`src/source/etx_params.svh`:
```
// Link transmitter parameters
// Beat size, synchronizer depth and GPIO drive width

`ifndef ETX_PARAMS_SVH
`define ETX_PARAMS_SVH

//########################################
// Beat geometry
//########################################
`define ETX_BYTES 8                     // Bytes per beat, one per link clock

//########################################
// Clock domain crossing
//########################################
`define ETX_SYNC_STAGES 2               // Flops per synchronized control bit

//########################################
// GPIO drive word
//########################################
`define ETX_GPIO_W 9                    // Bits 7..0 byte, bit 8 frame level

`endif

```
`src/source/etx_pkg.sv`:
```
// Link transmitter types
// Opcode and framer state enums, packet, beat and configuration structs

`include "etx_params.svh"

package etx_pkg;

   //########################################
   // Enums
   //########################################
   typedef enum logic [1:0] {
      OP_WRITE = 2'b00,                 // Posted write
      OP_READ  = 2'b01                  // Read, data field holds return address
   } etx_opcode_e;

   typedef enum logic [1:0] {
      FRM_IDLE = 2'b00,                 // Waiting for a host packet
      FRM_HEAD = 2'b01,                 // Header beat on offer
      FRM_TAIL = 2'b10                  // Tail beat on offer
   } etx_frm_state_e;

   //########################################
   // Structs
   //########################################
   typedef struct packed {
      etx_opcode_e opcode;              // Transaction type
      logic [3:0]  ctrlmode;            // Passed through in header byte
      logic [31:0] dstaddr;             // Target address
      logic [31:0] data;                // Write data or read return address
   } etx_packet_t;

   typedef struct packed {
      logic [`ETX_BYTES-1:0]   frame;   // One bit per byte, MSB first
      logic [`ETX_BYTES*8-1:0] data;    // Top byte goes out first
   } etx_beat_t;

   typedef struct packed {
      logic                   enable;    // Link enable, async
      logic                   gpio_mode; // Force constant pattern on pins
      logic [`ETX_GPIO_W-1:0] dataout;   // GPIO byte and frame level
   } etx_cfg_t;

endpackage

```
`src/source/etx_cfg_sync.sv`:
```
// Control synchronizers into the link clock
// Enable, GPIO mode, write wait and read wait

`timescale 1ns/1ps
`include "etx_params.svh"

module etx_cfg_sync import etx_pkg::*; #(
   parameter int STAGES = `ETX_SYNC_STAGES
) (
   input  logic     txlclk_out,
   input  logic     arst_n,
   input  etx_cfg_t cfg,                // Raw configuration, async
   input  logic     wr_wait_in,         // Far-end write wait, async
   input  logic     rd_wait_in,         // Far-end read wait, async
   output logic     enable_s,
   output logic     gpio_s,
   output logic     wr_wait_s,
   output logic     rd_wait_s
);

   logic [3:0]             raw;         // Bits gathered for one chain per bit
   logic [STAGES-1:0][3:0] sync_q;      // Stage 0 samples, last stage is output

   assign raw = {cfg.enable, cfg.gpio_mode, wr_wait_in, rd_wait_in};

   // Plain shift chain, all stages cleared in reset
   always_ff @(posedge txlclk_out or negedge arst_n) begin
      if (!arst_n) begin
         sync_q <= '0;
      end else begin
         sync_q[0] <= raw;              // First capture, may go metastable
         for (int i = 1; i < STAGES; i++) begin
            sync_q[i] <= sync_q[i-1];
         end
      end
   end

   assign enable_s  = sync_q[STAGES-1][3];
   assign gpio_s    = sync_q[STAGES-1][2];
   assign wr_wait_s = sync_q[STAGES-1][1];
   assign rd_wait_s = sync_q[STAGES-1][0];

endmodule

```
`src/source/etx_framer.sv`:
```
// Packet framer
// Host packet in, header beat then tail beat out under valid/ready

`timescale 1ns/1ps
`include "etx_params.svh"

module etx_framer import etx_pkg::*; (
   input  logic        txlclk_out,
   input  logic        arst_n,
   input  etx_packet_t pkt,             // Host transaction
   input  logic        pkt_valid,
   input  logic        enable_s,        // Synchronized link enable
   input  logic        gpio_s,          // Synchronized GPIO mode
   input  logic        wr_wait_s,       // Synchronized far-end wait
   input  logic        beat_ready,      // Serializer takes a beat
   output logic        pkt_ready,
   output etx_beat_t   beat,
   output logic        beat_valid
);

   etx_frm_state_e state;
   etx_frm_state_e state_nxt;
   etx_packet_t    pkt_q;               // Packet held for both beats
   logic           pkt_fire;
   logic           beat_fire;
   logic [7:0]     hdr_byte;            // Opcode and ctrlmode byte

   //########################################
   // Handshakes
   //########################################
   // New packets only start from idle with a clean link
   assign pkt_ready  = (state == FRM_IDLE) && enable_s && !gpio_s && !wr_wait_s;
   assign pkt_fire   = pkt_valid && pkt_ready;
   assign beat_valid = (state != FRM_IDLE);
   assign beat_fire  = beat_valid && beat_ready;

   //########################################
   // State machine
   //########################################
   always_comb begin
      state_nxt = state;
      case (state)
         FRM_IDLE: if (pkt_fire)  state_nxt = FRM_HEAD;
         FRM_HEAD: if (beat_fire) state_nxt = FRM_TAIL;  // Wait is ignored mid-packet
         FRM_TAIL: if (beat_fire) state_nxt = FRM_IDLE;
         default:  state_nxt = FRM_IDLE;
      endcase
   end

   always_ff @(posedge txlclk_out or negedge arst_n) begin
      if (!arst_n) begin
         state <= FRM_IDLE;
      end else begin
         state <= state_nxt;
      end
   end

   always_ff @(posedge txlclk_out) begin
      if (pkt_fire) begin
         pkt_q <= pkt;                  // Capture on acceptance only
      end
   end

   //########################################
   // Beat build
   //########################################
   assign hdr_byte = {pkt_q.opcode, 2'b00, pkt_q.ctrlmode};

   always_comb begin
      beat = '0;                        // Idle shows an empty beat
      case (state)
         FRM_HEAD: begin
            beat.frame = '1;                                    // Every byte framed
            beat.data  = {hdr_byte, pkt_q.dstaddr, pkt_q.data[31:8]};
         end
         FRM_TAIL: begin
            beat.frame = {1'b1, {(`ETX_BYTES-1){1'b0}}};        // Last data byte only
            beat.data  = {pkt_q.data[7:0], {(`ETX_BYTES*8-8){1'b0}}};
         end
         default: ;
      endcase
   end

   // Offered beat holds still until taken
   a_beat_hold: assert property (@(posedge txlclk_out) disable iff (!arst_n)
      beat_valid && !beat_ready |=> beat_valid && $stable(beat));

endmodule

```
`src/source/etx_serializer.sv`:
```
// Beat serializer
// Parallel word register with GPIO/data/zero mux and byte-wide shifter

`timescale 1ns/1ps
`include "etx_params.svh"

module etx_serializer import etx_pkg::*; (
   input  logic                   txlclk_out,
   input  logic                   arst_n,
   input  etx_beat_t              beat,        // Beat from framer
   input  logic                   beat_valid,
   input  logic                   enable_s,    // Synchronized link enable
   input  logic                   gpio_s,      // Synchronized GPIO mode
   input  logic [`ETX_GPIO_W-1:0] gpio_data,   // Constant pin pattern
   output logic                   beat_ready,
   output logic [7:0]             tx_data,     // Link data pins
   output logic                   tx_frame     // Link frame pin
);

   localparam int               CNT_W = $clog2(`ETX_BYTES);
   localparam logic [CNT_W-1:0] LAST  = CNT_W'(`ETX_BYTES - 1);

   logic [`ETX_BYTES*8-1:0] pdata;      // Parallel data with top byte on pins
   logic [`ETX_BYTES-1:0]   pframe;     // Parallel frame with top bit on pin
   logic [CNT_W-1:0]        byte_cnt;   // Byte slot within the word
   logic                    load;       // Last byte showing so reload next edge

   assign load       = (byte_cnt == LAST);
   assign beat_ready = load && enable_s && !gpio_s;  // Take a beat only in data mode

   //########################################
   // Byte counter
   //########################################
   always_ff @(posedge txlclk_out or negedge arst_n) begin
      if (!arst_n) begin
         byte_cnt <= '0;
      end else if (load) begin
         byte_cnt <= '0;
      end else begin
         byte_cnt <= byte_cnt + 1'b1;
      end
   end

   //########################################
   // Parallel register and shifter
   //########################################
   // Word reloads on the last byte and shifts up one byte otherwise
   always_ff @(posedge txlclk_out or negedge arst_n) begin
      if (!arst_n) begin
         pdata  <= '0;
         pframe <= '0;
      end else if (load) begin
         if (gpio_s) begin
            pframe <= {`ETX_BYTES{gpio_data[`ETX_GPIO_W-1]}};  // GPIO wins
            pdata  <= {`ETX_BYTES{gpio_data[7:0]}};
         end else if (enable_s && beat_valid) begin
            pframe <= beat.frame;                             // Normal traffic
            pdata  <= beat.data;
         end else begin
            pframe <= '0;                                     // Disabled or no beat
            pdata  <= '0;
         end
      end else begin
         pdata  <= pdata << 8;          // Next byte to the top
         pframe <= pframe << 1;
      end
   end

   assign tx_data  = pdata[`ETX_BYTES*8-1 -: 8];
   assign tx_frame = pframe[`ETX_BYTES-1];

   //########################################
   // Checks
   //########################################
   a_no_ready_gpio: assert property (@(posedge txlclk_out) disable iff (!arst_n)
      gpio_s |-> !beat_ready);

endmodule

```
`src/source/etx_top.sv`:
```
// Link transmitter top level
// Synchronizers, framer and serializer wired to host ports and link pins

`timescale 1ns/1ps

module etx_top import etx_pkg::*; (
   input  logic        txlclk_out,
   input  logic        arst_n,
   input  etx_packet_t pkt,             // Host transaction
   input  logic        pkt_valid,
   input  etx_cfg_t    cfg,             // Raw configuration
   input  logic        tx_wr_wait,      // Far-end write wait pin
   input  logic        tx_rd_wait,      // Far-end read wait pin
   output logic        pkt_ready,
   output logic [7:0]  tx_data,         // Link data pins
   output logic        tx_frame,        // Link frame pin
   output logic        rd_wait          // Read wait back to host
);

   logic      enable_s;
   logic      gpio_s;
   logic      wr_wait_s;
   etx_beat_t beat;                     // Framer to serializer
   logic      beat_valid;
   logic      beat_ready;

   //########################################
   // Control sync
   //########################################
   etx_cfg_sync u_etx_cfg_sync (
      .txlclk_out (txlclk_out),
      .arst_n     (arst_n),
      .cfg        (cfg),
      .wr_wait_in (tx_wr_wait),
      .rd_wait_in (tx_rd_wait),
      .enable_s   (enable_s),
      .gpio_s     (gpio_s),
      .wr_wait_s  (wr_wait_s),
      .rd_wait_s  (rd_wait)             // Straight out to host
   );

   //########################################
   // Datapath
   //########################################
   etx_framer u_etx_framer (
      .txlclk_out (txlclk_out),
      .arst_n     (arst_n),
      .pkt        (pkt),
      .pkt_valid  (pkt_valid),
      .enable_s   (enable_s),
      .gpio_s     (gpio_s),
      .wr_wait_s  (wr_wait_s),
      .beat_ready (beat_ready),
      .pkt_ready  (pkt_ready),
      .beat       (beat),
      .beat_valid (beat_valid)
   );

   etx_serializer u_etx_serializer (
      .txlclk_out (txlclk_out),
      .arst_n     (arst_n),
      .beat       (beat),
      .beat_valid (beat_valid),
      .enable_s   (enable_s),
      .gpio_s     (gpio_s),
      .gpio_data  (cfg.dataout),        // Quasi-static, sampled directly
      .beat_ready (beat_ready),
      .tx_data    (tx_data),
      .tx_frame   (tx_frame)
   );

endmodule
```
`config.mk`:
```
export PLATFORM = sky130hd
export DESIGN_NAME = etx_top
export DESIGN_NICKNAME = d
export VERILOG_FILES = /design/src/source/etx_pkg.sv /design/src/source/etx_cfg_sync.sv /design/src/source/etx_framer.sv /design/src/source/etx_serializer.sv /design/src/source/etx_top.sv
export VERILOG_INCLUDE_DIRS = /design/src /design/src/source
export SDC_FILE = /design/constraint.sdc
export NUM_CORES = 1
export LEC_CHECK = 0
export ABC_AREA = 1
export BUFFER_PORTS_ARGS = -buffer_cell sky130_fd_sc_hd__buf_2
export CAP_MARGIN = 40
export CORE_MARGIN = 3
export CORE_UTILIZATION = 50
export DETAILED_ROUTE_END_ITERATION = 10
export PLACE_DENSITY = 0.72
export SLEW_MARGIN = 10
export SYNTH_ARGS = -nofsm -noshare
export SYNTH_HDL_FRONTEND = slang
export SYNTH_SLANG_ARGS = --single-unit
export TNS_END_PERCENT = 1
```
`constraint.sdc`:
```
create_clock -name txlclk_out -period 3.35 [get_ports txlclk_out]
set_input_delay 0.335 -clock txlclk_out [delete_from_list [all_inputs] [get_ports txlclk_out]]
set_output_delay 0.335 -clock txlclk_out [all_outputs]
set_load 0.005 [all_outputs]
```
==> results.md <==
* Outcome: finished, final reports clean
* Crit path DAT at 2.50 ns
* Vias per cell at slightly above 5
* Per-cell routed wire length at approximately 16 um
* GR Overflow Total at 0
* Adder-cell share of the synthesized area at 1.56%
* DR vias at ~3600
* Initial drt markers at 300
* Port bufs at 96
* Worst-path clk slew at roughly 0.060 ns
* Lkg Pwr at 2.97 nW
* Compound-Gate Fraction of Synth Area at 6.56%
* Synth Cell Area at roughly 5600 um2
* Final period utilization at a little under three quarters
* Pwr Density at 655 nW/um2
* Commonest cells after routing, fill and taps aside: nand2_1, buf_2, dfrtp_1
* CP peak stage delay at a little under 0.6 ns
* Die footprint at between 10000 and 15000 um2
* Highest-delay cell along the critical path: inv_2
* Endpoints failing setup at 0
* TritonCTS clock tree: built
* Kind of critical path: flop to flop
* DRT antenna net count at 0
* Post-DP Area at just over 6000 um2
* Largest net degree at the start of global routing at 63
* Hold Vio Cnt, Final at 0
* Postcts setup bufs at 0
* Register area share after synthesis at roughly three quarters
* Relative max-transition margin at about two fifths
* Most common cell after layout, fill and taps aside: nand2_1
* CTS root buf: clkbuf_16
* Simple-gate share of the synthesized area at 12.9%
* DP HPWL at between 7 and 8 mm
* First-pass GRT wire length at roughly 18 mm
* CP max FO at 34
* Worst-Margin Slew at between 0.9 and 1 ns
* Core area at between 10000 and 15000 um2
* Sw Share at 23.5%
* Antenna Cells at 0
* Die W at about 110 um
* # IOs at 97
* Util after Layout at between 60% and 70%
* Standard-cell rows at 38
* Clock sinks at 155
* Post-Syn Nets at 553
* Gate power share at around a tenth
* Mapped Avg Cell Area at ~12 um2
* Crit path top cell by count: inv_1
* Cells along the critical path: inv_1 -> ha_1 -> inv_1 -> nor2_1 -> nand3_1 -> inv_2 -> buf_4
* Final instance area at around 6800 um2
* Max frequency at about 420 MHz
* H-Tree Level Count at 4
* Synth Warn # at 0
* Skew final at 0.00866 ns
* Critical path data required time at roughly 3.5 ns
* Initial antenna violation count at 0
* Max clock buf depth at 2
* FF+latch count, synth at 155
* Unique masters post-synth at 17
* Routability cong. at around 0.86
* Mux share of post-synthesis cell area at 0%
* Worst r2r path cells at 7
* Tot GR Track Use at a little under a fifth
* Peak VDD IR at between 0.4 and 0.5 mV
* P_sw at 1.04 mW
* Vias in the first global route at between 3000 and 4000
* Startpoint Class: flop
* Num CTS Buffers at 17
* # DRC at 0
* Max_cap viols at 0
* Detailed Route WL at ~11 mm
* RSZ-0062 raised after global routing: false
* Fraction of layout cells with a size suffix above 1 at 24.2%
* Fin. max-slew vios at 0
* Synth Instances at 460
* Die Y at around 110 um
* Final Net Count at about 650
* XOR/XNOR Fraction of Synth Area at 0%
* 1st-pass router iterations at 4
* Hold Crit Class: primary input to flop
* Critical Path End Type: flop
* Largest family of logic cells by synthesized area: simple AND/OR/NAND/NOR gates
* Clk network pwr share at between 40% and 50%
* Hold Crit Depth at 1
* Min Clock Period, post-route at about 2.4 ns
* Internal at between 3 and 4 mW
* Clk Latency, worst-skew pair at approximately 0.42 ns
* Initial Util at between 50% and 60%
* Setup TNS at 0 ns
* Layout area overhead at 20.1%
* Seq pwr share at between 40% and 50%
==> routing by layer <==
metal / track usage [%] / part of all wire, % / vias up
li1: - / - / 1707
met1: 25.8 / 43 / 1729
met2: 28.8 / 49 / 154
met3: 5.66 / 7.3 / 14
met4: 6.57 / 1.3 / 0
met5: 0 / 0 / -
==> synth_stat cells, drive strengths merged <==
library cell,instances,share of area (%)
nand2,114,7.6
inv,11,0.73
a21oi,72,6.4
nand3,10,0.89
dfrtp,85,38
o22a,1,0.16
edfxtp,70,37
nor2,63,4.4
ha,7,1.6
clkbuf,8,0.53
buf,19,2.6
==> metrics by stage <==
step	setup WS, ns	power [mW]	cells	hold slack, ns
global route	0.780	4.61	707	0.00954
detailed placement	0.929	2.60	675	0.338
global placement	1.10	2.57	674	0.335
floorplan	0.628	2.45	460	0.0394
finish	0.942	4.43	707	0.0192
CTS	0.941	4.46	707	0.00123
==> layout make-up <==
cell class | count | area (um2)
Clock buffer | 20 | 457
Clock inverter | 11 | 121
Fill cell | 861 | 4180
Inverter | 11 | 41.3
Multi-Input combinational cell | 267 | 1190
Sequential cell | 155 | 4230
Tap cell | 140 | 175
Timing Repair Buffer | 103 | 551
==> final timing paths <==
check,startpoint,end,slack [ns]
min in group asynchronous,arst_n,u_etx_serializer.pdata[62],0.44
max in group asynchronous,arst_n,u_etx_serializer.pdata[11],2.29
max,u_etx_framer.state[0],u_etx_framer.pkt_q[25],0.94
max reg2reg,u_etx_framer.state[0],u_etx_framer.pkt_q[25],0.94
min,cfg[10],u_etx_cfg_sync.sync_q[3],0.02
min reg2reg,u_etx_cfg_sync.sync_q[3],u_etx_cfg_sync.enable_s,0.35
==> critical path, delay by kind of cell (launching register included) <==
family / cells / cell delay (ns)
flip-flops: 1 / 0.42
buffers and inverters: 4 / 1.21
adder cells (fa/ha/maj): 1 / 0.20
AND/OR/NAND/NOR: 2 / 0.25
==> what timing repair did <==
item | 4_1_cts | 5_1_grt
endpoints found under the hold margin | 41 | 0
hold buffers | 1 | 0
gates resized for setup | 0 | 0
==> power by group through the flow <==
stage          clock [mW]  sequential, mW  combinational [mW]
6_report             1.86            2.16               0.414
4_1_cts              1.89            2.16               0.415
3_3_place_gp            0            2.19               0.381
5_1_grt              1.96            2.17               0.476
3_5_place_dp            0            2.19               0.411
2_1_floorplan           0            2.18               0.273
==> logic make-up (layout without fill, tap and decap cells) <==
kind of cell / Yosys count / count (layout)
and+or+nand+nor: 187 / 187
DFF: 155 / 155
AOI/OAI and AO/OA: 73 / 73
buffers and inverters: 38 / 145
adders and majority gates: 7 / 7
==> state kept, by name (all words and copies together) (netlist names) <==
| register | cells |
|---|---|
| u_etx_framer.state | 2 |
| u_etx_serializer.byte_cnt | 3 |
| u_etx_serializer.pframe | 8 |
| u_etx_cfg_sync.gpio_s | 1 |
| u_etx_cfg_sync.enable_s | 1 |
| u_etx_framer.hdr_byte | 6 |
| u_etx_framer.pkt_q | 64 |
| u_etx_serializer.pdata | 64 |
| u_etx_cfg_sync.sync_q | 4 |
| u_etx_cfg_sync.rd_wait_s | 1 |
| u_etx_cfg_sync.wr_wait_s | 1 |
Note: power is estimated with default switching activity, not from simulation.
